[config.mk]
export PLATFORM = sky130hd
export DESIGN_NAME = lane_unit
export DESIGN_NICKNAME = d
export VERILOG_FILES = /design/src/hdl/lane_pkg.sv /design/src/hdl/lane_regfile.sv /design/src/hdl/lane_unit.sv
export SDC_FILE = /design/constraint.sdc
export NUM_CORES = 1
export LEC_CHECK = 0
export BUFFER_PORTS_ARGS = -buffer_cell sky130_fd_sc_hd__buf_2
export CAP_MARGIN = 20
export CORE_MARGIN = 2
export CORE_UTILIZATION = 60
export DETAILED_ROUTE_END_ITERATION = 7
export PLACE_DENSITY = 0.73
export SYNTH_ARGS = -nofsm -noshare
export SYNTH_HDL_FRONTEND = slang
export SYNTH_HIERARCHICAL = 1
export SYNTH_SLANG_ARGS = --single-unit
[constraint.sdc]
create_clock -name clock -period 4.7 [get_ports clock]
set_input_delay 0.94 -clock clock [delete_from_list [all_inputs] [get_ports clock]]
set_output_delay 0.94 -clock clock [all_outputs]
set_load 0.01 [all_outputs]
[src/hdl/lane_pkg.sv]
//////////////////////////////////////////////////
// Lane side types for the vector lane array.
// Covers data and register index widths, the lane
// opcode set and the command and result words that
// pass between the issue unit, lanes and collector.
//////////////////////////////////////////////////

package lane_pkg;

	// Lane data word
	typedef logic [31:0] data_t;

	// Register index, bit 0 picks the bank
	typedef logic [3:0] reg_idx_t;

	// Row inside one bank
	typedef logic [2:0] bank_idx_t;

	// Immediate as carried in the command
	typedef logic [15:0] imm_t;

	typedef enum logic [3:0] {
		OP_NOP  = 4'h0,
		OP_ADD  = 4'h1,
		OP_SUB  = 4'h2,
		OP_AND  = 4'h3,
		OP_OR   = 4'h4,
		OP_XOR  = 4'h5,
		OP_LDI  = 4'h6,		// dst = imm
		OP_LID  = 4'h7,		// dst = imm + lane number
		OP_SETM = 4'h8,		// mask = src1 < src2, unsigned
		OP_CLRM = 4'h9,		// mask = 1
		OP_READ = 4'ha		// host readback of src1, no write
	} lane_op_e;

	// Broadcast command, one per accepted access
	typedef struct packed {
		logic		valid;
		lane_op_e	op;
		reg_idx_t	dst;
		reg_idx_t	src1;
		reg_idx_t	src2;
		imm_t		imm;
	} lane_cmd_t;

	typedef struct packed {
		logic	done;
		data_t	data;
	} lane_result_t;

endpackage

[src/hdl/lane_regfile.sv]
//////////////////////////////////////////////////
// Per-lane register file, 16 entries split into an
// even and an odd bank by index bit 0. Two read
// ports with one cycle latency, one write port.
//////////////////////////////////////////////////

`timescale 1ns/1ps

module lane_regfile
	import lane_pkg::*;
(
	input	logic		clock,
	input	logic		reset,
	input	logic		we,
	input	reg_idx_t	wr_idx,
	input	data_t		wr_data,
	input	reg_idx_t	rd_idx1,
	input	reg_idx_t	rd_idx2,
	output	data_t		rd_data1,
	output	data_t		rd_data2
);

	bank_idx_t	wr_row;
	bank_idx_t	rd_row1;
	bank_idx_t	rd_row2;
	logic		sel1_q;
	logic		sel2_q;
	data_t		bank_rd1 [2];
	data_t		bank_rd2 [2];

	assign wr_row  = wr_idx[3:1];
	assign rd_row1 = rd_idx1[3:1];
	assign rd_row2 = rd_idx2[3:1];

	// Bank 0 holds even registers, bank 1 odd
	for (genvar b = 0; b < 2; b++) begin : g_bank
		data_t	mem [8];
		data_t	rd1_q;
		data_t	rd2_q;

		always_ff @(posedge clock) begin
			if (reset) begin
				for (int r = 0; r < 8; r++) begin
					mem[r] <= '0;
				end
			end else if (we && (wr_idx[0] == 1'(b))) begin
				mem[wr_row] <= wr_data;
			end
		end

		// Both banks read every cycle, the bank bit picks afterwards
		always_ff @(posedge clock) begin
			rd1_q <= mem[rd_row1];
			rd2_q <= mem[rd_row2];
		end

		assign bank_rd1[b] = rd1_q;
		assign bank_rd2[b] = rd2_q;
	end

	always_ff @(posedge clock) begin
		sel1_q <= rd_idx1[0];
		sel2_q <= rd_idx2[0];
	end

	assign rd_data1 = bank_rd1[sel1_q];
	assign rd_data2 = bank_rd2[sel2_q];

endmodule

[src/hdl/lane_unit.sv]
//////////////////////////////////////////////////
// One SIMT lane. Reads its sources, runs the ALU,
// writes back under the lane mask and reports a
// result for every broadcast command.
//////////////////////////////////////////////////

`timescale 1ns/1ps

module lane_unit
	import lane_pkg::*;
#(
	parameter int LANE_ID = 0
)(
	input	logic			clock,
	input	logic			reset,
	input	lane_cmd_t		cmd,
	output	lane_result_t	result
);

	lane_cmd_t	rd_cmd;
	data_t		src1_data;
	data_t		src2_data;
	data_t		imm_ext;
	data_t		alu_out;
	logic		writes_reg;
	logic		src_lt;
	logic		mask;
	logic		wb_we;

	//////////////////////////////////////////////////
	// Read stage
	//////////////////////////////////////////////////

	lane_regfile u_regfile (
		.clock		(clock),
		.reset		(reset),
		.we			(wb_we),
		.wr_idx		(rd_cmd.dst),
		.wr_data	(alu_out),
		.rd_idx1	(cmd.src1),
		.rd_idx2	(cmd.src2),
		.rd_data1	(src1_data),
		.rd_data2	(src2_data)
	);

	// Command travels alongside the register read
	always_ff @(posedge clock) begin
		if (reset) begin
			rd_cmd <= '0;
		end else begin
			rd_cmd <= cmd;
		end
	end

	//////////////////////////////////////////////////
	// Execute
	//////////////////////////////////////////////////

	assign imm_ext = data_t'(rd_cmd.imm);
	assign src_lt  = src1_data < src2_data;

	always_comb begin
		alu_out    = '0;
		writes_reg = 1'b0;
		case (rd_cmd.op)
			OP_ADD: begin
				alu_out    = src1_data + src2_data;
				writes_reg = 1'b1;
			end
			OP_SUB: begin
				alu_out    = src1_data - src2_data;
				writes_reg = 1'b1;
			end
			OP_AND: begin
				alu_out    = src1_data & src2_data;
				writes_reg = 1'b1;
			end
			OP_OR: begin
				alu_out    = src1_data | src2_data;
				writes_reg = 1'b1;
			end
			OP_XOR: begin
				alu_out    = src1_data ^ src2_data;
				writes_reg = 1'b1;
			end
			OP_LDI: begin
				alu_out    = imm_ext;
				writes_reg = 1'b1;
			end
			// Lane identity
			OP_LID: begin
				alu_out    = imm_ext + data_t'(LANE_ID);
				writes_reg = 1'b1;
			end
			OP_SETM: alu_out = data_t'(src_lt);
			OP_CLRM: alu_out = data_t'(1'b1);
			OP_READ: alu_out = src1_data;
			default: alu_out = '0;
		endcase
	end

	//////////////////////////////////////////////////
	// Write-back
	//////////////////////////////////////////////////

	// Masked-off lanes keep their registers
	assign wb_we = rd_cmd.valid & writes_reg & mask;

	// Mask ops apply in every lane, masked or not
	always_ff @(posedge clock) begin
		if (reset) begin
			mask <= 1'b1;
		end else if (rd_cmd.valid && rd_cmd.op == OP_SETM) begin
			mask <= src_lt;
		end else if (rd_cmd.valid && rd_cmd.op == OP_CLRM) begin
			mask <= 1'b1;
		end
	end

	always_ff @(posedge clock) begin
		if (reset) begin
			result <= '0;
		end else begin
			result.done <= rd_cmd.valid;
			result.data <= alu_out;
		end
	end

endmodule

==> reports/summary.json <==
{
  "sta": {
    "grt_setup_unrepaired": "false",
    "clock-skew-final_ns": 0.01932,
    "final_max_slew_viol_count": 0,
    "timing.final.hold_violations": 0,
    "layout_worst_path_cycle_share_pct": 97.30,
    "worst_slew_margin_rel_pct": 29.04,
    "f_max_mhz": 218.7,
    "tns_ns": 0,
    "tightest_slew_ns": 1.064,
    "timing.final.setup_violations": 0,
    "layout_min_cycle_time_ns": 4.573
  },
  "floorplan": {
    "die_area_mm2": 0.06454,
    "chipWidth_um": 254.1,
    "chipHeight_um": 254.1,
    "effective_utilization_at_floorplan_pct": 60.79,
    "row_count": 91,
    "core_region_area_mm2": 0.06171,
    "io_pins": 68
  },
  "synth": {
    "synth_top_area_share_pct": 40.98,
    "yosys-top-cells-area": "sky130_fd_sc_hd__edfxtp_1 41%, sky130_fd_sc_hd__mux4_2 15%, sky130_fd_sc_hd__dfxtp_1 10%, sky130_fd_sc_hd__nor3_1 6.0%, sky130_fd_sc_hd__mux2_2 5.8%",
    "synth_seq_cells": 701,
    "netlist_top_cells_count": "512 x sky130_fd_sc_hd__edfxtp_1, 451 x sky130_fd_sc_hd__nor3_1, 256 x sky130_fd_sc_hd__mux4_2",
    "mean_instance_size_in_the_synthesized_netlist_um2": 12.89,
    "synth.net_count": 3045,
    "synth_flop_cell": "sky130_fd_sc_hd__edfxtp_1",
    "syn-cell-area_mm2": 0.03751,
    "synth_sequential_area_ratio_pct": 51.07,
    "synthArstFlopShare_pct": 0,
    "ys_types": 87,
    "post-synth-top-count-cell": "sky130_fd_sc_hd__edfxtp_1",
    "netlist.top_cell.by_area": "sky130_fd_sc_hd__edfxtp_1",
    "yosysWarningCount": 6,
    "synthesis.instances": 2911,
    "number_of_flops_mapped_to_enable_cells_by_yosys": 512
  },
  "drt": {
    "detail_route.iter0.violations": 3522,
    "ant_nets": 0,
    "wl_per_cell_um": 30.47,
    "remaining_drc_errors": 0,
    "vias": 27030,
    "first_pass_iters": 8,
    "finalWirelength_um": 115800,
    "routed_via_density": 7.110
  },
  "global_routing": {
    "grt_pass1_vias": 27130,
    "global_route.usage.total_pct": 36.39,
    "first_pass_grt_wire_length_um": 172000,
    "grt_start_max_net_pins": 101,
    "number_of_antenna_violations_at_the_first_check_in_global_routing": 7,
    "globalRouteOverflowTotal": 0
  },
  "clock_tree": {
    "clock_tree.htree_level_count": 3,
    "tritoncts.num_buffers": 74,
    "cts_setup_buffers": 0,
    "clk_transition_reported_paths_ns": 0.06,
    "cts.sink_count": 701,
    "insertion_delay_ns": 0.63,
    "cts_hold_buffers": 0,
    "root_buffer": "sky130_fd_sc_hd__clkbuf_16",
    "tritoncts": "done",
    "cts_resized": 0,
    "cts.path.max_buffers": 3
  },
  "cells_and_area": {
    "postLayoutCoreUtil_pct": 67.70,
    "finalInstanceArea_mm2": 0.04178,
    "fin_nets": 3035,
    "area_added_between_synthesis_and_finish_pct": 11.37,
    "sequential_cell_area_mm2": 0.01916,
    "multi_input_area_mm2": 0.01689,
    "final.fill_count": 4364,
    "drive_above_1_share_pct": 30.27
  },
  "setup_path": {
    "crit_path_max_fanout": 16,
    "worstSetupStartpointType": "flop",
    "worstSetupEndpointType": "flop",
    "path_class": "reg -> reg",
    "cp.required_ns": 5.16,
    "cp_data_arrival_time_ns": 5.03
  },
  "worst_hold_path": {
    "holdCritPathClass": "in -> reg"
  },
  "pwr": {
    "total_power_mw": 16.52,
    "leakagePower_nw": 14.71,
    "power-per-cell-area_mw_per_mm2": 395.5,
    "ir_drop_mv": 0.2687
  },
  "placement": {
    "place_area_mm2": 0.03927,
    "detailedPlacementHpwl_um": 73330,
    "port-buffer-count": 67,
    "gpl.final_weighted_congestion": 1.027
  },
  "run_status": {
    "outcome": "complete, no violations"
  },
  "flow_run": {
    "timing.max_cap.violations": 0
  }
}
-- per-stage QoR --
| stage | cells | setup WS, ns | hold WS [ns] |
|---|---|---|---|
| 5_1_grt | 3800 | 0.01829 | 0.4297 |
| 3_3_place_gp | 3661 | 0.2571 | 0.4774 |
| 6_report | 3801 | 0.1271 | 0.4397 |
| 3_5_place_dp | 3661 | 0.2085 | 0.4745 |
| 4_1_cts | 3799 | 0.1788 | 0.4210 |
| 2_1_floorplan | 2911 | 0.3689 | 0.4524 |
-- area by class of cell --
type,count,area share (%)
Clock inverter,32,0.9134
Inverter,133,1.195
Clock buffer,106,4.992
Antenna cell,1,0.005989
Tap cell,837,2.507
Sequential cell,701,45.86
Multi-Input combinational cell,1785,40.42
Timing Repair Buffer,206,4.103
-- where the power goes --
group	switching, mW	total [mW]	internal, mW
sequential	0.188	7.14	6.95
clock	2.45	5.95	3.50
combinational	2.19	3.44	1.25
total	4.82	16.5	11.7
-- cells in the final DEF, fill, tap and decap left out, types with 61 or more instances in the layout --
cell type                     n
sky130_fd_sc_hd__clkbuf_16   77
sky130_fd_sc_hd__dfxtp_1    187
sky130_fd_sc_hd__nor3_1     451
sky130_fd_sc_hd__mux4_2     256
sky130_fd_sc_hd__mux2_2     193
sky130_fd_sc_hd__inv_1      132
sky130_fd_sc_hd__buf_4      119
sky130_fd_sc_hd__nor3_2      81
sky130_fd_sc_hd__edfxtp_1   512
sky130_fd_sc_hd__a21oi_1     97
sky130_fd_sc_hd__nor2_1      90
sky130_fd_sc_hd__buf_2       61
sky130_fd_sc_hd__nand2_1     64
sky130_fd_sc_hd__ha_1        97
-- layer usage --
metal,track usage [%],vias up,share of wire (%)
met1,48.07,13540,36
met2,57.21,1857,46
met3,9.157,375,13
met4,16.40,6,4.6
met5,0,-,0.037
li1,-,11250,-
-- state kept, by name, indices dropped and copies added, names as in the netlist --
signal,count
u_regfile/sel2_q,1
rd_cmd,9
mask,1
u_regfile/g_bank.rd1_q,64
u_regfile/g_bank.mem,512
imm_ext,16
u_regfile/g_bank.rd2_q,64
u_regfile/sel1_q,1
result,33
-- worst paths after layout --
check / end / slack (ns) / start / cells past startpoint
setup / recovery: u_regfile/g_bank[0].mem[3][20] / 0.13 / u_regfile/sel2_q / 16
hold / removal: u_regfile/sel2_q / 0.44 / cmd[16] / 1
hold reg to reg: result[32] / 0.49 / rd_cmd[32] / 1
setup reg to reg: u_regfile/g_bank[0].mem[3][20] / 0.13 / u_regfile/sel2_q / 16
-- kinds of logic after synthesis --
logic type               Yosys count  share of synthesized area (%)
adder cells (fa/ha/maj)           99                          3.342
AO/OA/AOI/OAI                    372                          6.804
flip-flops                       701                          51.07
AND/OR/NAND/NOR                  848                          12.52
XOR/XNOR                           7                         0.1634
multiplexers                     459                          21.43
buffers and inverters            425                          4.669
-- worst max-delay path, cell delays in order (launching register included) --
cell and delay [ns]:
sky130_fd_sc_hd__dfxtp_2 0.42, sky130_fd_sc_hd__buf_12 0.21, sky130_fd_sc_hd__mux2_2 0.40, sky130_fd_sc_hd__ha_1 0.24
sky130_fd_sc_hd__fa_1 0.41, sky130_fd_sc_hd__a21o_1 0.23, sky130_fd_sc_hd__a221oi_4 0.33, sky130_fd_sc_hd__nor3_2 0.12
sky130_fd_sc_hd__o311ai_1 0.31, sky130_fd_sc_hd__buf_4 0.22, sky130_fd_sc_hd__a21oi_1 0.08, sky130_fd_sc_hd__xnor2_1 0.14
sky130_fd_sc_hd__o221ai_1 0.57, sky130_fd_sc_hd__buf_4 0.26, sky130_fd_sc_hd__inv_1 0.04, sky130_fd_sc_hd__buf_4 0.19
sky130_fd_sc_hd__nor3_1 0.21
(Power assumes the default switching activity.)
