[config.mk]
export PLATFORM = sky130hd
export DESIGN_NAME = commit_collect
export DESIGN_NICKNAME = d
export VERILOG_FILES = /design/src/hdl/lane_pkg.sv /design/src/hdl/bus_pkg.sv /design/src/hdl/commit_collect.sv
export SDC_FILE = /design/constraint.sdc
export NUM_CORES = 1
export LEC_CHECK = 0
export BUFFER_PORTS_ARGS = -buffer_cell sky130_fd_sc_hd__buf_2
export CORE_AREA = 2 2 82 84
export CTS_CLUSTER_SIZE = 8
export DETAILED_ROUTE_END_ITERATION = 7
export DIE_AREA = 0 0 84 86
export PLACE_DENSITY_LB_ADDON = 0.05
export REMOVE_ABC_BUFFERS = 1
export SYNTH_ARGS = -nofsm -noshare
export SYNTH_HDL_FRONTEND = slang
export SYNTH_SLANG_ARGS = --single-unit
[constraint.sdc]
create_clock -name clock -period 1.3 [get_ports clock]
set_clock_uncertainty 0.1 [all_clocks]
set_input_delay 0.195 -clock clock [delete_from_list [all_inputs] [get_ports clock]]
set_output_delay 0.195 -clock clock [all_outputs]
set_load 0.01 [all_outputs]
[src/hdl/lane_pkg.sv]
//////////////////////////////////////////////////
// Lane side types for the vector lane array.
// Covers data and register index widths, the lane
// opcode set and the command and result words that
// pass between the issue unit, lanes and collector.
//////////////////////////////////////////////////

package lane_pkg;

	// Lane data word
	typedef logic [31:0] data_t;

	// Register index, bit 0 picks the bank
	typedef logic [3:0] reg_idx_t;

	// Row inside one bank
	typedef logic [2:0] bank_idx_t;

	// Immediate as carried in the command
	typedef logic [15:0] imm_t;

	typedef enum logic [3:0] {
		OP_NOP  = 4'h0,
		OP_ADD  = 4'h1,
		OP_SUB  = 4'h2,
		OP_AND  = 4'h3,
		OP_OR   = 4'h4,
		OP_XOR  = 4'h5,
		OP_LDI  = 4'h6,		// dst = imm
		OP_LID  = 4'h7,		// dst = imm + lane number
		OP_SETM = 4'h8,		// mask = src1 < src2, unsigned
		OP_CLRM = 4'h9,		// mask = 1
		OP_READ = 4'ha		// host readback of src1, no write
	} lane_op_e;

	// Broadcast command, one per accepted access
	typedef struct packed {
		logic		valid;
		lane_op_e	op;
		reg_idx_t	dst;
		reg_idx_t	src1;
		reg_idx_t	src2;
		imm_t		imm;
	} lane_cmd_t;

	typedef struct packed {
		logic	done;
		data_t	data;
	} lane_result_t;

endpackage

[src/hdl/bus_pkg.sv]
//////////////////////////////////////////////////
// Wishbone side definitions for the host port.
// Holds bus widths, the master request bundle,
// the address map and the command word layout.
//////////////////////////////////////////////////

package bus_pkg;

	typedef logic [11:0] wb_adr_t;
	typedef logic [31:0] wb_dat_t;

	// Master to slave signals
	typedef struct packed {
		logic		cyc;
		logic		stb;
		logic		we;
		wb_adr_t	adr;
		wb_dat_t	dat_w;
	} wb_req_t;

	////////////////////////////////////////////////
	// Address map
	////////////////////////////////////////////////

	localparam wb_adr_t ADR_CMD         = 12'h000;
	localparam wb_adr_t ADR_REG_BASE    = 12'h100;
	localparam wb_adr_t REG_REGION_MASK = 12'hf00;

	// Register region address, lane in 7:4 and register in 3:0
	typedef struct packed {
		logic [3:0]	region;
		logic [3:0]	lane;
		logic [3:0]	idx;
	} reg_adr_t;

	// Command word written to ADR_CMD
	typedef struct packed {
		logic [3:0]		op;
		logic [3:0]		dst;
		logic [3:0]		src1;
		logic [3:0]		src2;
		logic [15:0]	imm;
	} cmd_word_t;

endpackage

[src/hdl/commit_collect.sv]
//////////////////////////////////////////////////
// Commit stage. Waits for every lane to report,
// then raises the Wishbone ack for one cycle with
// the readback word of the addressed lane.
//////////////////////////////////////////////////

`timescale 1ns/1ps

module commit_collect
	import lane_pkg::*;
	import bus_pkg::*;
#(
	parameter int NUM_LANES = 4
)(
	input	logic							clock,
	input	logic							reset,
	input	lane_result_t					results [NUM_LANES],
	input	logic [$clog2(NUM_LANES)-1:0]	rd_lane,
	output	logic							ack,
	output	wb_dat_t						dat_r
);

	logic [NUM_LANES-1:0]	done_vec;
	lane_result_t			sel_result;

	always_comb begin
		for (int i = 0; i < NUM_LANES; i++) begin
			done_vec[i] = results[i].done;
		end
	end

	// Lane picked by the read address
	assign sel_result = results[rd_lane];

	// All lanes run in lockstep, so done flags line up
	always_ff @(posedge clock) begin
		if (reset) begin
			ack <= 1'b0;
		end else begin
			ack <= &done_vec;
		end
	end

	always_ff @(posedge clock) begin
		if (sel_result.done) begin
			dat_r <= sel_result.data;
		end else begin
			dat_r <= '0;
		end
	end

endmodule

==> impl_results.md, run 1 <==
- Fin. max-slew vios: 0
- Clock Path Buffers: 2
- Area leader, netlist: dfxtp_1
- Synth Register Bits: 33
- Met2 routed WL: 2340 um
- Clock sinks: 33
- WS Path Type: in -> reg
- DRT antenna net count: 0
- Area Growth Syn to Fin: 58.4%
- Synth unique cells: 10
- Num CTS Buffers: 5
- CP arrival: between 1 and 1.5 ns
- Core area: approximately 6300 um^2
- Pin count of the biggest net entering global routing: 19
- Share of power burned in the clock network: 0.277
- Synth top area share: 0.354
- CTS resizes: 0
- Detailed Route WL: 4640 um
- RSZ-0062 raised after global routing: no
- Endpoints failing setup: 0
- Least-Margin Pin Slew: roughly 0.13 ns
- Multi-input gate area: 1110 um^2
- Fin Setup TNS: 0 ns
- Max_cap viols: 0
- Ys Warns: 0
- Metal3 WL: 573 um
- Initial Util: 0.297
- Reg power frac: 0.424
- Dpl hpwl: approximately 4000 um
- Max H-tree Level: 2
- Detailed Routing Iterations Pass 1: 3
- Crit-path max FO: 11
- Die span in x: approximately 84 um
- GP Congestion: roughly 0.69
- Post-Place Cell Area: roughly 2900 um^2
- Worst setup EP type: flip-flop
- Hold Crit Class: in -> reg
- Final worst path period share: 0.975
- VDD IR-drop max: 0.374 mV
- Sw Pwr: between 600 and 700 uW
- Wire per inst: 12.7 um
- Routed length on met1: 1640 um
- P_leak: about 0.0015 uW
- Max incr delay on CP: 0.58 ns
- Io pins: approximately 170
- Outcome: completed
- Switching part of the total power: 0.230
- Power Density: between 900 and 1000 nW/um^2
- Vias in the first global route: about 1600
- Post-synthesis sequential area ratio: 0.354
- Syn Area/Cell: between 15 and 20 um^2
- Worst Setup Start Kind: input port
- Clk pin slew, worst setup/hold paths: 0.06 ns
- Fillers: a little over 600
- Relative slew margins: 0.910
- Vias: 1643
- Die Span Y: between 80 and 90 um
- DR top layer: met4
- Min-Delay Path Depth: 3
- FP Rows: 29
- Number of diodes: 0
- Synth area leaders: dfxtp_1 35%, mux4_1 28%, mux4_2 16%
- Synth Instances: between 100 and 150
- Worst-path cell chain: buf_2, buf_12, buf_12, mux4_1, and2_4
- Post-synthesis cell area: between 1500 and 2000 um^2
- Share of cells above drive strength 1: 0.802
- Fmax: around 790 MHz
- Root buffer cell: clkbuf_8
- Internal: about 2100 uW
- Final Critical Period: 1.27 ns
- Die area: 7220 um^2
- Vias/cell: roughly 4.5
- Register Area: approximately 660 um^2
- Nets: about 420
- CTS tree: yes
- Slowest CP cell: mux4_1
- Fin area: between 2000 and 3000 um^2
- Crit path required time: approximately 1.4 ns
- Post-route DRC: 0
- Most used cell along the critical path: buf_12
- Initial antenna violation count: 0
- Post-Route Utilization: 0.470
- Port bufs: about 170
- Comb pwr share: 0.299
- Iter 0 DRT Violations: 28
- First-pass GRT wire length: ~7000 um
- Gr ovfl total: 0
- GRT Util Overall: 0.126
- Final Hold Vio Count: 0
==> stage by stage <==
step                      setup slack, ns  cells  hold slack, ns  power [uW]
final                              0.0320    365          0.0635        2690
after floorplan                   -0.0395    100           0.167        1550
after detailed placement           -0.271    357           0.261        1980
after global routing              0.00555    365          0.0852        2850
after CTS                          0.0317    365          0.0525        2750
after global placement             -0.265    357           0.254        1980
==> logic make-up (layout without fill, tap and decap cells) <==
| group | count (synthesis) | count (layout) | synth area share |
|---|---|---|---|
| flops | 33 | 33 | 0.354 |
| buf+inv | 11 | 188 | 0.0523 |
| mux | 33 | 33 | 0.439 |
| simple gates | 34 | 34 | 0.154 |
==> layout make-up <==
type | count | area share
Clock buffer | 7 | 0.0292
Multi-Input combinational cell | 67 | 0.375
Sequential cell | 33 | 0.224
Tap cell | 77 | 0.0326
Timing Repair Buffer | 181 | 0.340
==> per-layer routing <==
layer	track usage	up-vias
li1	-	796
met1	0.133	742
met2	0.220	98
met3	0.0597	7
met4	0.0484	0
met5	0	-
==> power by group through the flow <==
stage,Sequential [uW],Combinational [uW],Clock [uW]
2_1_floorplan,1220,329,0
3_3_place_gp,1160,817,0
3_5_place_dp,1160,818,0
4_1_cts,1140,822,783
5_1_grt,1150,868,826
6_report,1140,802,744
==> placed cells by master, fill, tap and decap left out <==
cell / netlist / layout
clkbuf_1: 1 / 1
mux4_2: 13 / 13
nor2_1: 1 / 1
clkbuf_8: 0 / 6
and2_4: 30 / 30
buf_12: 0 / 5
nand4_1: 1 / 1
dfxtp_1: 33 / 33
mux4_1: 20 / 20
buf_4: 0 / 7
dlygate4sd3_1: 0 / 1
and2_2: 2 / 2
buf_2: 3 / 168
==> worst paths after layout <==
path         from       end
max    rd_lane[0]  dat_r[1]
min   results[32]       ack
==> synth_stat cells <==
| master | n |
|---|---|
| mux4_2 | 13 |
| mux4_1 | 20 |
| and2_4 | 30 |
| clkbuf_1 | 1 |
| dfxtp_1 | 33 |
| buf_2 | 3 |
| buf_6 | 7 |
| nand4_1 | 1 |
| and2_2 | 2 |
| nor2_1 | 1 |
==> timing repair <==
action | 4_1_cts | 5_1_grt
hold endpoints to repair | 1 | 0
hold buffers | 1 | 0
setup buffers | 0 | 0
==> flip-flops by register name, summed over array words and instances, names as in the netlist <==
register and cells:
ack 1, dat_r 32
==> worst max-delay path: cells and delay by family <==
kind | cells | cell delay [ns]
and+or+nand+nor | 1 | 0.17
muxes | 1 | 0.58
buffers and inverters | 3 | 0.38
Note: power is estimated with default switching activity, not from simulation.
==> inputs of run 2 (changes only) <==
--- a/config.mk
+++ b/config.mk
@@ -6,10 +6,10 @@
 export NUM_CORES = 1
 export LEC_CHECK = 0
 export BUFFER_PORTS_ARGS = -buffer_cell sky130_fd_sc_hd__buf_2
-export CORE_AREA = 2 2 82 84
+export CORE_AREA = 2 2 78 80
 export CTS_CLUSTER_SIZE = 8
 export DETAILED_ROUTE_END_ITERATION = 7
-export DIE_AREA = 0 0 84 86
+export DIE_AREA = 0 0 80 82
 export PLACE_DENSITY_LB_ADDON = 0.05
 export REMOVE_ABC_BUFFERS = 1
 export SYNTH_ARGS = -nofsm -noshare
==> run 2 against run 1 <==
Global-route usage increased by 2.1 points. Non-clock buffer count decreased by 6. Largest power group unchanged. Highest routed layer unchanged. Via count is 0.61% lower. Final area down 2.9%. Setup slack lost 0.0052 ns. Total power about the same.
==> impl_results.md, run 2 (synthesized netlist as in run 1, its figures left out) <==
- Number of diodes: 0
- Detailed Route WL: ~5000 um
- Final Hold Vio Count: 0
- CP arrival: roughly 1.3 ns
- Dpl ws: -0.281 ns
- Core area: 5750 um^2
- Leading registers by flop count: dat_r (32), ack (1)
- Post-route DRC: 0
- Most common cell after layout, fill and taps aside: buf_2
- Worst Setup SP: rd_lane[0]
- Num CTS Buffers: 5
- Power Density: 936 nW/um^2
- Least-Margin Pin Slew: just under 0.2 ns
- Reg power frac: 0.424
- Die Span Y: 82 um
- Switching part of the total power: 0.238
- Fmax: between 700 and 800 MHz
- Share of cells above drive strength 1: 0.798
- Worst setup EP type: flip-flop
- Outcome: completed
- Endpoints failing setup: 0
- VDD IR-drop max: roughly 0.37 mV
- Hold Crit Class: in -> reg
- Biggest register: dat_r
- Max_cap viols: 0
- Initial antenna violation count: 0
- Share of power burned in the clock network: 0.286
- Pin count of the biggest net entering global routing: 22
- Initial Util: 0.324
- GP Congestion: about 0.74
- Setup bufs post-CTS: 0
- Internal: approximately 2000 uW
- Fin. max-slew vios: 0
- Max reg flops: 32
- Worst setup path endpoint: dat_r[31]
- Area Growth Syn to Fin: 53.8%
- Io pins: between 150 and 200
- Relative slew margins: 0.870
- GRT Util Overall: 0.147
- Max H-tree Level: 2
- Vias: approximately 1600
- Final Critical Period: 1.27 ns
- WS Path Type: in -> reg
- Worst-path cell chain: buf_2, buf_4, mux4_1, and2_2
- Comb pwr share: 0.290
- Vias/cell: approximately 4.6
- Final worst path period share: 0.979
- CTS resizes: 0
- P_leak: about 0.0015 uW
- Nets: about 420
- Most frequent cells in the layout: 168 x buf_2, 33 x dfxtp_1, 30 x and2_4
- Fin area: about 2900 um^2
- Die area: between 6000 and 7000 um^2
- Post-Place Cell Area: 2770 um^2
- Clock sinks: 33
- Hold_buf cts: 1
- Root buffer cell: clkbuf_8
- First-pass GRT wire length: about 7100 um
- Die span in x: approximately 80 um
- Slowest CP cell: mux4_1
- Hold_ws: approximately 0.062 ns
- RSZ-0062 raised after global routing: no
- FP Rows: 28
- Worst Setup Start Kind: input port
- DRT antenna net count: 0
- Clk pin slew, worst setup/hold paths: 0.07 ns
- Clock Path Buffers: 2
- Crit path required time: roughly 1.4 ns
- Max incr delay on CP: 0.56 ns
- Wire per inst: ~14 um
- Final setup margin: between 0.02 and 0.03 ns
- Gr ovfl total: 0
- Dpl hpwl: 4110 um
- Iter 0 DRT Violations: 33
- CTS tree: yes
- Sw Pwr: roughly 640 uW
- Detailed Routing Iterations Pass 1: 4
- Port bufs: between 150 and 200
- Vias in the first global route: ~1600
- Total Power: approximately 2700 uW
- Post-Route Utilization: 0.499
- Crit-path max FO: 11
[run 2: area by class of cell]
cell class / count / area, um^2
clock buffers: 7 / 86.3
fillers: 558 / 2880
multi-input cells: 67 / 1110
flip-flops and latches: 33 / 661
well taps: 75 / 93.8
repair buffers: 175 / 921
[run 2: metal layers]
metal / vias to the layer above / GRT usage / part of all wire
li1: 784 / - / -
met1: 745 / 0.139 / 0.33
met2: 94 / 0.280 / 0.53
met3: 10 / 0.0648 / 0.12
met4: 0 / 0.0559 / 0.020
met5: - / 0 / 0
[run 2: stage by stage]
| step | std cells | TNS, ns |
|---|---|---|
| global placement | 349 | -6.58 |
| floorplan | 100 | -0.186 |
| detailed placement | 349 | -6.62 |
| CTS | 357 | 0 |
| finish | 357 | 0 |
| global route | 357 | 0 |
[run 2: how the worst min path moves through the flow]
stage	slack, ns	endpoint	cells after the start	start
finish	0.06	ack	3	results[32]
floorplan	0.17	ack	1	reset
detailed placement	0.26	ack	2	reset
CTS	0.05	ack	3	results[32]
global placement	0.25	ack	2	reset
global route	0.07	ack	3	results[32]
[run 2: power by group through the flow]
stage	logic (uW)	clock network [uW]	registers [uW]
finish	778	767	1140
floorplan	329	0	1220
detailed placement	789	0	1160
global route	844	853	1150
global placement	778	0	1160
CTS	793	800	1140
[run 2: worst max-delay path: cells and delay by family]
kind                   cells  cell delay [ns]
buffers and inverters      2             0.38
AND/OR/NAND/NOR            1             0.20
multiplexers               1             0.56
