[src/hdl/lane_pkg.sv]
//////////////////////////////////////////////////
// Lane side types for the vector lane array.
// Covers data and register index widths, the lane
// opcode set and the command and result words that
// pass between the issue unit, lanes and collector.
//////////////////////////////////////////////////

package lane_pkg;

	// Lane data word
	typedef logic [31:0] data_t;

	// Register index, bit 0 picks the bank
	typedef logic [3:0] reg_idx_t;

	// Row inside one bank
	typedef logic [2:0] bank_idx_t;

	// Immediate as carried in the command
	typedef logic [15:0] imm_t;

	typedef enum logic [3:0] {
		OP_NOP  = 4'h0,
		OP_ADD  = 4'h1,
		OP_SUB  = 4'h2,
		OP_AND  = 4'h3,
		OP_OR   = 4'h4,
		OP_XOR  = 4'h5,
		OP_LDI  = 4'h6,		// dst = imm
		OP_LID  = 4'h7,		// dst = imm + lane number
		OP_SETM = 4'h8,		// mask = src1 < src2, unsigned
		OP_CLRM = 4'h9,		// mask = 1
		OP_READ = 4'ha		// host readback of src1, no write
	} lane_op_e;

	// Broadcast command, one per accepted access
	typedef struct packed {
		logic		valid;
		lane_op_e	op;
		reg_idx_t	dst;
		reg_idx_t	src1;
		reg_idx_t	src2;
		imm_t		imm;
	} lane_cmd_t;

	typedef struct packed {
		logic	done;
		data_t	data;
	} lane_result_t;

endpackage

[src/hdl/bus_pkg.sv]
//////////////////////////////////////////////////
// Wishbone side definitions for the host port.
// Holds bus widths, the master request bundle,
// the address map and the command word layout.
//////////////////////////////////////////////////

package bus_pkg;

	typedef logic [11:0] wb_adr_t;
	typedef logic [31:0] wb_dat_t;

	// Master to slave signals
	typedef struct packed {
		logic		cyc;
		logic		stb;
		logic		we;
		wb_adr_t	adr;
		wb_dat_t	dat_w;
	} wb_req_t;

	////////////////////////////////////////////////
	// Address map
	////////////////////////////////////////////////

	localparam wb_adr_t ADR_CMD         = 12'h000;
	localparam wb_adr_t ADR_REG_BASE    = 12'h100;
	localparam wb_adr_t REG_REGION_MASK = 12'hf00;

	// Register region address, lane in 7:4 and register in 3:0
	typedef struct packed {
		logic [3:0]	region;
		logic [3:0]	lane;
		logic [3:0]	idx;
	} reg_adr_t;

	// Command word written to ADR_CMD
	typedef struct packed {
		logic [3:0]		op;
		logic [3:0]		dst;
		logic [3:0]		src1;
		logic [3:0]		src2;
		logic [15:0]	imm;
	} cmd_word_t;

endpackage

[src/hdl/command_issue.sv]
//////////////////////////////////////////////////
// Wishbone classic slave front end. Accepts one
// access at a time, decodes it into a lane command
// and broadcasts that command to every lane.
//////////////////////////////////////////////////

`timescale 1ns/1ps

module command_issue
	import lane_pkg::*;
	import bus_pkg::*;
#(
	parameter int NUM_LANES = 4
)(
	input	logic							clock,
	input	logic							reset,
	input	wb_req_t						wb_req,
	input	logic							ack,
	output	lane_cmd_t						cmd,
	output	logic [$clog2(NUM_LANES)-1:0]	rd_lane
);

	localparam int LANE_W = $clog2(NUM_LANES);

	logic				busy;
	logic				accept;
	logic				is_cmd_wr;
	logic				is_reg_rd;
	cmd_word_t			word;
	reg_adr_t			reg_adr;
	lane_cmd_t			next_cmd;
	logic [LANE_W-1:0]	next_lane;

	// Master holds cyc/stb until ack, busy keeps us from taking it twice
	assign accept = wb_req.cyc & wb_req.stb & ~busy;

	assign word    = wb_req.dat_w;
	assign reg_adr = wb_req.adr;

	assign is_cmd_wr = wb_req.we && (wb_req.adr == ADR_CMD);
	assign is_reg_rd = !wb_req.we && ((wb_req.adr & REG_REGION_MASK) == ADR_REG_BASE);

	//////////////////////////////////////////////////
	// Decode
	//////////////////////////////////////////////////

	always_comb begin
		next_cmd       = '0;
		next_cmd.valid = 1'b1;
		next_cmd.op    = OP_NOP;
		next_lane      = '0;

		if (is_cmd_wr) begin
			next_cmd.op   = lane_op_e'(word.op);
			next_cmd.dst  = word.dst;
			next_cmd.src1 = word.src1;
			next_cmd.src2 = word.src2;
			next_cmd.imm  = word.imm;
		end else if (is_reg_rd) begin
			// Readback rides the lane pipeline as a read of src1
			next_cmd.op   = OP_READ;
			next_cmd.src1 = reg_adr.idx;
			// Lane field wraps onto the lanes that exist
			next_lane     = LANE_W'(int'(reg_adr.lane) % NUM_LANES);
		end
		// Anything else becomes a NOP so the master still gets its ack
	end

	//////////////////////////////////////////////////
	// Capture
	//////////////////////////////////////////////////

	always_ff @(posedge clock) begin
		if (reset) begin
			busy    <= 1'b0;
			cmd     <= '0;
			rd_lane <= '0;
		end else begin
			if (accept) begin
				busy    <= 1'b1;
				cmd     <= next_cmd;
				rd_lane <= next_lane;
			end else begin
				// Command is only valid for one cycle
				cmd.valid <= 1'b0;
				if (ack) begin
					busy <= 1'b0;
				end
			end
		end
	end

endmodule

[config.mk]
export PLATFORM = sky130hd
export DESIGN_NAME = command_issue
export DESIGN_NICKNAME = d
export VERILOG_FILES = /design/src/hdl/lane_pkg.sv /design/src/hdl/bus_pkg.sv /design/src/hdl/command_issue.sv
export SDC_FILE = /design/constraint.sdc
export NUM_CORES = 1
export LEC_CHECK = 0
export BUFFER_PORTS_ARGS = -buffer_cell sky130_fd_sc_hd__buf_2
export CAP_MARGIN = 20
export CORE_ASPECT_RATIO = 1.25
export CORE_UTILIZATION = 45
export CTS_CLUSTER_SIZE = 30
export DETAILED_ROUTE_END_ITERATION = 10
export PLACE_DENSITY = 0.88
export SYNTH_ARGS = -nofsm -noshare
export SYNTH_HDL_FRONTEND = slang
export SYNTH_SLANG_ARGS = --single-unit
[constraint.sdc]
create_clock -name clock -period 4.1 [get_ports clock]
set_input_delay 0.82 -clock clock [delete_from_list [all_inputs] [get_ports clock]]
set_output_delay 0.82 -clock clock [all_outputs]
set_load 0.02 [all_outputs]
==> out/results.tsv, run 1 <==
stage	metric	value	unit
status	outcome	finished, final reports clean	
yosys	post-synthesis sequential area ratio	51.34	%
clock_network	clock root cell	clkbuf_4	
pwr	Comb pwr share	10.2	%
detailed_routing	1st-pass router iterations	4	
global_route	initial antenna violation count	0	
timing	unrepaired setup endpoints after global routing	false	
timing	Relative slew margins	33.38	%
timing	Setup-failing EPs final	0	
yosys	Post-Synthesis Cells	119	
floorplan	die area	3348	µm²
critical_path	CP endpoint kind	flip-flop	
timing	Period Utilization, post-route	59.35	%
pwr	sw frac	24.19	%
timing	fmax	0.4110	GHz
clock_network	CTS sink cnt	36	
yosys	Post-synth top flop	dfxtp_1	
critical_path	WS Path Type	in2reg	
pwr	Internal	0.4646	mW
detailed_routing	DRT iter0 DRCs	41	
clock_network	Resize count post-CTS	0	
critical_path	R2R Setup Slk	2.29	ns
placed_design	GP Congestion	0.7562	
timing	Final Skew	0.004516	ns
global_route	GRT Overall Usage	19.98	%
floorplan	placement row count	22	
yosys	ys async rst share	0	%
critical_path	RR Startpoint	busy	
detailed_routing	final WL	3.209	mm
pwr	sequential power share	57.9	%
placed_design	Placed Area	1793	µm²
critical_path	Reg-to-Reg End	cmd[8]	
detailed_routing	Detail Route Antenna Nets	0	
placed_design	Buffers on Ports	84	
yosys	Avg Cell Area, Syn	11.80	µm²
final_layout	filler cell count	265	
final_layout	Layout Area Growth over Synthesis	32.17	%
floorplan	DIE HEIGHT	64.45	µm
detailed_routing	drt via density	5.547	
pwr	NetSw	0.1483	mW
critical_path	CP delay by family, top	simple AND/OR/NAND/NOR gates	
timing	Hold Fails Final Rpt	0	
final_layout	non-filler cells, final	236	
global_route	largest net degree at the start of global routing	30	
timing	Hold WS	0.4671	ns
critical_path	Worst Setup Start Kind	primary input	
critical_path	crit-path max cell delay	0.93	ns
clock_network	CTS buffer count	5	
global_route	first-pass GRT wire length	4.912	mm
run	Max Cap Viol	0	
clock_network	cts hold-fix bufs	0	
critical_path	worst path cell trace	buf_2 -> nor3_2 -> and4_1 -> a32o_1	
yosys	Cell variety after synth	26	
clock_network	Clk pin slew, worst setup/hold paths	0.10	ns
global_route	total grt overflow	0	
yosys	Synth Cell Area	1404	µm²
timing	actual slew at the worst max-slew pin	0.9983	ns
yosys	Yosys reg bits	36	
critical_path	Worst EP required	4.38	ns
clock_network	H-tree levels	2	
detailed_routing	Remaining DRCs	0	
clock_network	latest clock arrival within the worst-skew pair	0.34	ns
floorplan	Die X	51.96	µm
placed_design	Post-Place Cells	228	
final_layout	Final Net Count	249	
final_layout	area of the multi-input gates	595.6	µm²
critical_path	Buf/Inv on CP	1	
floorplan	Initial Util	47.66	%
timing	minimum clock period	2.433	ns
floorplan	I/O Pins	85	
critical_path	slowest cell on the critical path	and4_1	
critical_path	worst-path fanout max	28	
pwr	maximum VDD drop	0.1940	mV
placed_design	DP HPWL	2.356	mm
pwr	Leak	0.8645	nW
yosys	EDFF count, synth	0	
pwr	clock power share	31.9	%
final_layout	Final Cell Area	1856	µm²
pwr	pwr dens	330.3	nW/µm²
clock_network	Post-CTS Setup Bufs	0	
global_route	vias in the first global route	1139	
floorplan	core box area	2945	µm²
yosys	Net Count, Synth	169	
yosys	Ys Warns	0	
clock_network	CTS Buffer Depth	2	
detailed_routing	WL/cell	13.60	µm
critical_path	Crit path depth	4	
critical_path	Worst Setup EP	cmd[8]	
critical_path	critical path data arrival time	2.71	ns
detailed_routing	Vias	1309	
final_layout	Inserted Diodes	0	
critical_path	R2R depth	3	
min_path	HP Class	reg2reg	
timing	max-slew violation count	0	
critical_path	Critical Path Source	wb_req[41]	
final_layout	ratio of cells with drive above 1 in the final layout	48.50	%
clock_network	CTS tree	yes	
timing	Final TNS setup	0	ns
final_layout	FF/Latch Area	720.7	µm²
## Yosys cell counts, types with 2 or more instances
cell	count	area (µm²)
dfxtp_1	36	720.7
a32o_1	28	280.3
a21oi_1	7	35.03
buf_2	6	30.03
nand4_1	6	37.54
a31oi_1	4	25.02
nor3b_1	4	30.03
o21ai_0	4	20.02
nor2b_1	3	18.77
a41o_1	2	20.02
buf_12	2	40.04
clkbuf_1	2	7.510
nand2_1	2	7.510
## area by class of cell
class,count,share of cell area (%)
tap,36,2.428
multi-input combinational,70,32.10
sequential,36,38.84
clock buffer,7,2.967
clock inverter,1,0.4046
timing repair buffer,85,23.06
inverter,1,0.2023
## logic make-up after synthesis
family | after synthesis | share of synthesized area, %
DFF | 36 | 51.34
buffers and inverters | 13 | 6.863
and+or+nand+nor | 25 | 14.71
AOI/OAI and AO/OA | 45 | 27.09
## worst register-to-register path: stages (launching register included)
cell	delay (ns)
dfxtp_1	0.42
and3b_1	0.31
nor2_2	0.80
a32o_1	0.23
## sequential cells by signal, indices dropped and copies added (netlist names)
signal,flops
cmd,33
rd_lane,2
busy,1
## cells in the final DEF, fill, tap and decap left out
master      Yosys  final
nand2b_1        1      1
nor3b_1         4      4
a32o_1         28     28
clkbuf_8        0      1
a31oi_1         4      4
clkinvlp_4      0      1
clkbuf_1        2      1
nand4_1         6      6
o21ai_0         4      4
nor4bb_4        0      1
nor4b_4         1      1
clkbuf_4        0      5
and3b_1         1      1
buf_4           0      1
nand3b_1        1      1
buf_2           6     84
nor2_2          1      1
inv_1           1      1
a41o_1          2      2
nor2b_1         3      3
dfxtp_1        36     36
nor2_1          1      1
and4_1          1      1
nand2_1         2      2
nor4_4          1      1
a21oi_1         7      7
nor3_2          1      1
## worst min path at each step
stage	depth (start not counted)	slack, ns	end	from
after global placement	2	0.44	rd_lane[1]	rd_lane[1]
after global routing	2	0.50	rd_lane[0]	rd_lane[0]
after CTS	1	0.47	cmd[1]	cmd[1]
after detailed placement	1	0.45	cmd[19]	cmd[19]
final	2	0.47	rd_lane[0]	rd_lane[0]
after floorplan	2	0.48	busy	busy
## power groups by stage
stage,clock [mW],sequential [mW],combinational (mW)
after floorplan,0,0.367,0.0245
after global placement,0,0.363,0.0619
after detailed placement,0,0.363,0.0627
after CTS,0.202,0.355,0.0630
after global routing,0.218,0.356,0.0680
final,0.195,0.355,0.0626
## through the flow
stage	utilization, %	power [mW]	worst slack [ns]
floorplan	-	0.3911	2.229
global placement	60.88	0.4249	1.341
detailed placement	60.88	0.4257	1.313
CTS	63.00	0.6202	1.677
global route	63.00	0.6417	1.509
finish	63.00	0.6129	1.667
## routing by layer
layer | global-route usage [%] | vias to the layer above | share of wire (%) | wire length [µm]
li1 | - | 642 | - | -
met1 | 19.06 | 600 | 38 | 1220
met2 | 35.58 | 61 | 50 | 1620
met3 | 8.685 | 6 | 9.7 | 312
met4 | 9.122 | 0 | 1.7 | 56
met5 | 0 | - | 0 | 0
No activity file was read; power rests on OpenSTA's default activity.
==> inputs of run 2 (changes only) <==
--- a/config.mk
+++ b/config.mk
@@ -8,10 +8,10 @@
 export BUFFER_PORTS_ARGS = -buffer_cell sky130_fd_sc_hd__buf_2
 export CAP_MARGIN = 20
 export CORE_ASPECT_RATIO = 1.25
-export CORE_UTILIZATION = 45
+export CORE_UTILIZATION = 42
 export CTS_CLUSTER_SIZE = 30
 export DETAILED_ROUTE_END_ITERATION = 10
-export PLACE_DENSITY = 0.88
+export PLACE_DENSITY = 0.83
 export SYNTH_ARGS = -nofsm -noshare
 export SYNTH_HDL_FRONTEND = slang
 export SYNTH_SLANG_ARGS = --single-unit
==> constraint.sdc (replaced) <==
create_clock -name clock -period 2.3 [get_ports clock]
set_input_delay 0.46 -clock clock [delete_from_list [all_inputs] [get_ports clock]]
set_output_delay 0.46 -clock clock [all_outputs]
set_load 0.02 [all_outputs]
==> run 2 against run 1 <==
  * Wire length grew 0.84%
  * Non-clock buffer count rose by 2
  * Clock-buffer cell count did not move
  * Power increased by 98%
  * Flip-flop and latch count did not move
==> out/results.tsv, run 2 (synthesis results as in run 1) <==
stage	metric	value	unit	change
floorplan	I/O Pins	85		unchanged
timing	unrepaired setup endpoints after global routing	false		
min_path	hold path depth	2		unchanged
timing	minimum clock period	1.817	ns	
pwr	maximum VDD drop	0.3273	mV	+69%
pwr	Leak	0.8941	nW	+3.4%
critical_path	Crit path depth	3		-1
global_route	total grt overflow	0		unchanged
final_layout	Largest Register	cmd		
final_layout	most common cell after layout, fill and taps aside	buf_2		
final_layout	non-filler cells, final	238		+0.85%
global_route	first-pass GRT wire length	5.071	mm	+3.2%
clock_network	Clk pin slew, worst setup/hold paths	0.07	ns	-0.03 ns
placed_design	DP HPWL	2.334	mm	-0.93%
clock_network	CTS sink cnt	36		unchanged
detailed_routing	met1 WL	1.230	mm	+0.82%
timing	Relative slew margins	32.56	%	-0.81 points
final_layout	number of flip-flops in the largest register	33		unchanged
detailed_routing	Remaining DRCs	0		unchanged
critical_path	R2R depth	3		unchanged
floorplan	core box area	3194	µm²	+8.5%
timing	fmax	0.5505	GHz	
detailed_routing	1st-pass router iterations	4		unchanged
floorplan	die area	3579	µm²	+6.9%
detailed_routing	Detail Route Antenna Nets	0		unchanged
final_layout	Layout Area Growth over Synthesis	35.74	%	
critical_path	Buf/Inv on CP	0		-1
timing	max-slew violation count	0		unchanged
clock_network	H-tree levels	2		unchanged
pwr	pwr dens	636.7	nW/µm²	+93%
placed_design	Buffers on Ports	84		unchanged
clock_network	latest clock arrival within the worst-skew pair	0.27	ns	-0.07 ns
timing	Final TNS setup	0	ns	unchanged
critical_path	slowest cell on the critical path	nor2_2		
clock_network	CTS Buffer Depth	2		unchanged
placed_design	Post-Place Cells	231		+1.3%
run	Max Cap Viol	0		unchanged
global_route	GRT Overall Usage	19.44	%	-0.54 points
final_layout	Final Net Count	251		+0.80%
detailed_routing	drt via density	5.622		+1.4%
placed_design	GP Congestion	0.7593		+0.41%
timing	Final Skew	0.003371	ns	-0.001145 ns
floorplan	Die X	53.71	µm	+3.4%
timing	actual slew at the worst max-slew pin	1.010	ns	+0.01217 ns
critical_path	crit-path max cell delay	0.80	ns	-0.13 ns
clock_network	Resize count post-CTS	0		unchanged
critical_path	critical path data arrival time	2.03	ns	-0.68 ns
floorplan	Initial Util	43.95	%	-3.7 points
global_route	vias in the first global route	1162		+2.0%
detailed_routing	Vias	1338		+2.2%
critical_path	CP delay by family, top	simple AND/OR/NAND/NOR gates		
detailed_routing	met3 WL	173	µm	-45%
clock_network	cts hold-fix bufs	0		unchanged
critical_path	WS Path Type	reg2reg		
final_layout	ratio of cells with drive above 1 in the final layout	49.25	%	+0.75 points
final_layout	most frequent cells in the layout	buf_2, dfxtp_1, a32o_1		
timing	Period Utilization, post-route	78.98	%	
critical_path	worst path cell trace	and3b_1 -> nor2_2 -> a32o_1		
critical_path	Worst Setup Start Kind	flip-flop		
detailed_routing	WL met2	1.784	mm	+10%
clock_network	clock root cell	clkbuf_8		
floorplan	placement row count	23		+4.5%
global_route	initial antenna violation count	0		unchanged
detailed_routing	DRT iter0 DRCs	51		+24%
final_layout	biggest registers after layout	cmd x33, rd_lane x2, busy x1		
clock_network	CTS buffer count	5		unchanged
final_layout	Inserted Diodes	0		unchanged
detailed_routing	DR top layer	met4		
detailed_routing	final WL	3.236	mm	+0.84%
clock_network	CTS tree	yes		
status	outcome	finished, final reports clean		
timing	Hold Fails Final Rpt	0		unchanged
detailed_routing	WL/cell	13.60	µm	about the same
critical_path	Worst EP required	2.51	ns	-1.87 ns
critical_path	worst-path fanout max	26		-7.1%
global_route	largest net degree at the start of global routing	30		unchanged
clock_network	Post-CTS Setup Bufs	0		unchanged
timing	Setup-failing EPs final	0		unchanged
floorplan	DIE HEIGHT	66.64	µm	+3.4%
critical_path	CP endpoint kind	flip-flop		
min_path	HP Class	in2reg		
==> run 2: changes by cell type in the layout (fill, tap and decap cells not counted), sizes merged <==
| cell | change |
|---|---|
| buf | +2 |
| clkinvlp | -1 |
==> run 2: metrics by stage <==
| stage | cell area [µm²] | hold WS [ns] | util [%] | setup WS, ns | power, mW |
|---|---|---|---|---|---|
| 6_report | 1906 | 0.4192 | 59.66 | 0.4834 | 1.213 |
| 5_1_grt | 1906 | 0.4098 | 59.66 | 0.3457 | 1.266 |
| 4_1_cts | 1906 | 0.4107 | 59.66 | 0.4361 | 1.229 |
| 3_5_place_dp | 1809 | 0.4504 | 56.64 | 0.3088 | 0.7601 |
| 3_3_place_gp | 1809 | 0.4426 | 56.64 | 0.3594 | 0.7596 |
| 2_1_floorplan | 1404 | 0.4772 | - | 0.7886 | 0.6971 |
==> run 2: final cells by class <==
class	count	area, µm²
fill	304	1289
sequential	36	720.7
multi-input combinational	70	595.6
timing repair buffer	87	442.9
clock buffer	7	96.34
tap	37	46.29
inverter	1	3.754
==> run 2: final timing paths <==
check | start | endpoint | slack, ns
max | busy | cmd[25] | 0.48
min | wb_req[17] | cmd[17] | 0.42
max reg2reg | busy | cmd[25] | 0.48
min reg2reg | rd_lane[1] | rd_lane[1] | 0.46
==> run 2: metal layers <==
layer	GRT usage (%)	vias to the layer above
li1	-	646
met1	20.67	636
met2	35.03	51
met3	5.479	5
met4	6.908	0
met5	0	-
==> run 2: where the power goes <==
group / switching (mW) / internal [mW] / leakage, nW
Sequential: 0.00392 / 0.630 / 0.291
Combinational: 0.0622 / 0.0501 / 0.553
Clock: 0.201 / 0.266 / 0.0503
Total: 0.267 / 0.946 / 0.894
==> inputs of run 3 (changes only) <==
==> constraint.sdc (replaced) <==
create_clock -name clock -period 1.85 [get_ports clock]
set_input_delay 0.37 -clock clock [delete_from_list [all_inputs] [get_ports clock]]
set_output_delay 0.37 -clock clock [all_outputs]
set_load 0.02 [all_outputs]
==> run 3 against run 2 <==
  * Sequential share of layout area shrank 0.85 points
  * Clock skew grew 0.0020 ns
  * Combinational power grew 29%
  * Flip-flop and latch count is the same
  * Wire length grew 0.19%
  * Fmax grew 8.6%
  * Die area is the same
  * Final cell count grew 0.84%
  * Global-route usage shrank 0.49 points
  * Design area grew 2.3%
  * Critical endpoint is now cmd[5]
  * Register-to-register slack lost 0.31 ns
==> out/results.tsv, run 3 (synthesis results as in run 1) <==
stage	metric	value	unit	change
status	outcome	finished, final reports clean		
pwr	Leak	0.9099	nW	+1.8%
final_layout	FF/Latch Area	720.7	µm²	unchanged
critical_path	CP endpoint kind	flip-flop		
global_route	GRT Overall Usage	18.96	%	-0.49 points
clock_network	latest clock arrival within the worst-skew pair	0.28	ns	about the same
critical_path	Buf/Inv on CP	0		unchanged
global_route	first-pass GRT wire length	4.940	mm	-2.6%
final_layout	post-layout util	61.03	%	+1.4 points
placed_design	GP Congestion	0.7582		-0.14%
floorplan	Die X	53.71	µm	unchanged
floorplan	I/O Pins	85		unchanged
timing	max-slew violation count	0		unchanged
final_layout	Largest Register	cmd		
detailed_routing	1st-pass router iterations	5		+1
detailed_routing	final WL	3.242	mm	+0.19%
final_layout	Final Net Count	252		+0.40%
final_layout	most common cell after layout, fill and taps aside	buf_2		
timing	Setup-failing EPs final	0		unchanged
min_path	HP Class	in2reg		
critical_path	Worst Setup Start Kind	flip-flop		
critical_path	WS Path Type	reg2reg		
detailed_routing	WL/cell	13.51	µm	-0.65%
critical_path	CP delay by family, top	simple AND/OR/NAND/NOR gates		
pwr	Comb pwr share	9.1	%	-0.2 points
timing	actual slew at the worst max-slew pin	1.002	ns	-0.008194 ns
floorplan	core box area	3194	µm²	unchanged
clock_network	CTS Buffer Depth	2		unchanged
final_layout	filler cell count	285		-6.3%
global_route	vias in the first global route	1153		-0.77%
min_path	hold path start	wb_req[19]		
global_route	largest net degree at the start of global routing	30		unchanged
pwr	clock power share	41.7	%	+3.2 points
global_route	total grt overflow	0		unchanged
clock_network	CTS tree	yes		
final_layout	number of flip-flops in the largest register	33		unchanged
pwr	sw frac	21.89	%	-0.13 points
clock_network	cts hold-fix bufs	0		unchanged
clock_network	Clk pin slew, worst setup/hold paths	0.07	ns	about the same
pwr	pwr dens	819.8	nW/µm²	+29%
floorplan	DIE HEIGHT	66.64	µm	unchanged
final_layout	ratio of cells with drive above 1 in the final layout	49.26	%	about the same
clock_network	CTS sink cnt	36		unchanged
detailed_routing	Remaining DRCs	0		unchanged
detailed_routing	Vias	1343		+0.37%
global_route	initial antenna violation count	0		unchanged
clock_network	Post-CTS Setup Bufs	0		unchanged
timing	Hold WS	0.3221	ns	-0.09705 ns
detailed_routing	Detail Route Antenna Nets	0		unchanged
detailed_routing	DRT iter0 DRCs	50		-2.0%
timing	Hold Fails Final Rpt	0		unchanged
pwr	maximum VDD drop	0.5591	mV	+71%
critical_path	critical path data arrival time	1.89	ns	-0.14 ns
final_layout	Layout Area Growth over Synthesis	38.86	%	
pwr	NetSw	0.3498	mW	+31%
pwr	Internal	1.248	mW	+32%
critical_path	worst-path fanout max	26		unchanged
clock_network	Resize count post-CTS	0		unchanged
timing	Final Skew	0.005367	ns	+0.001996 ns
timing	unrepaired setup endpoints after global routing	false		
clock_network	clock root cell	clkbuf_8		
placed_design	Buffers on Ports	84		unchanged
final_layout	biggest registers after layout	cmd x33, rd_lane x2, busy x1		
final_layout	area of the multi-input gates	595.6	µm²	unchanged
floorplan	die area	3579	µm²	unchanged
clock_network	H-tree levels	2		unchanged
final_layout	most frequent cells in the layout	buf_2, dfxtp_1, a32o_1		
floorplan	placement row count	23		unchanged
timing	Period Utilization, post-route	90.43	%	+11 points
critical_path	Critical Path Source	busy		
timing	Final TNS setup	0	ns	unchanged
floorplan	Initial Util	43.95	%	unchanged
pwr	sequential power share	49.2	%	-3.0 points
timing	fmax	0.5977	GHz	+8.6%
critical_path	slowest cell on the critical path	nor2_2		
timing	Relative slew margins	33.11	%	+0.55 points
critical_path	RR Startpoint	busy		
final_layout	Inserted Diodes	0		unchanged
critical_path	Worst EP required	2.06	ns	-0.45 ns
clock_network	CTS buffer count	5		unchanged
run	Max Cap Viol	0		unchanged
critical_path	worst path cell trace	and3b_1 -> nor2_2 -> a32o_1		
detailed_routing	drt via density	5.596		-0.46%
timing	minimum clock period	1.673	ns	-0.1436 ns
critical_path	crit-path max cell delay	0.76	ns	-0.04 ns
placed_design	DP HPWL	2.354	mm	+0.86%
[run 3: cell types whose count changed in the layout (fill, tap and decap cells not counted), sizes merged]
cell | before | now
bufinv | 0 | 1
buf | 87 | 88
clkbuf | 7 | 6
clkinv | 0 | 1
[run 3: power groups by stage]
stage | sequential, mW | combinational, mW | clock [mW]
floorplan | 0.812 | 0.0543 | 0
global placement | 0.805 | 0.144 | 0
detailed placement | 0.805 | 0.145 | 0
CTS | 0.787 | 0.145 | 0.681
global route | 0.788 | 0.159 | 0.726
finish | 0.787 | 0.145 | 0.666
[run 3: cell type report]
type	instances	area share (%)
flip-flops and latches	36	36.97
multi-input cells	70	30.55
repair buffers	88	24.39
clock buffers	6	3.723
well taps	37	2.375
clock inverters	2	1.797
inverters	1	0.1926
[run 3: layer usage]
layer	up-vias	track usage (%)	wire length (µm)
met1	630	21.00	1233
met3	2	6.621	250
met2	62	31.33	1738
met5	-	0	0
met4	0	8.882	19
li1	649	-	-
[run 3: stage by stage]
stage	cell area [µm²]	std cells	power (mW)	setup WS, ns
global route	1949	240	1.672	0.02671
finish	1949	240	1.598	0.1770
global placement	1842	232	0.9491	0.1008
floorplan	1404	119	0.8667	0.4286
CTS	1949	240	1.613	0.1504
detailed placement	1842	232	0.9495	0.1028
[run 3: worst paths after layout]
path / cells after the start / slack [ns] / end
worst min register to register: 2 / 0.46 / rd_lane[1]
worst max-delay path: 3 / 0.18 / cmd[5]
worst min-delay path: 2 / 0.32 / cmd[19]
worst max register to register: 3 / 0.18 / cmd[5]
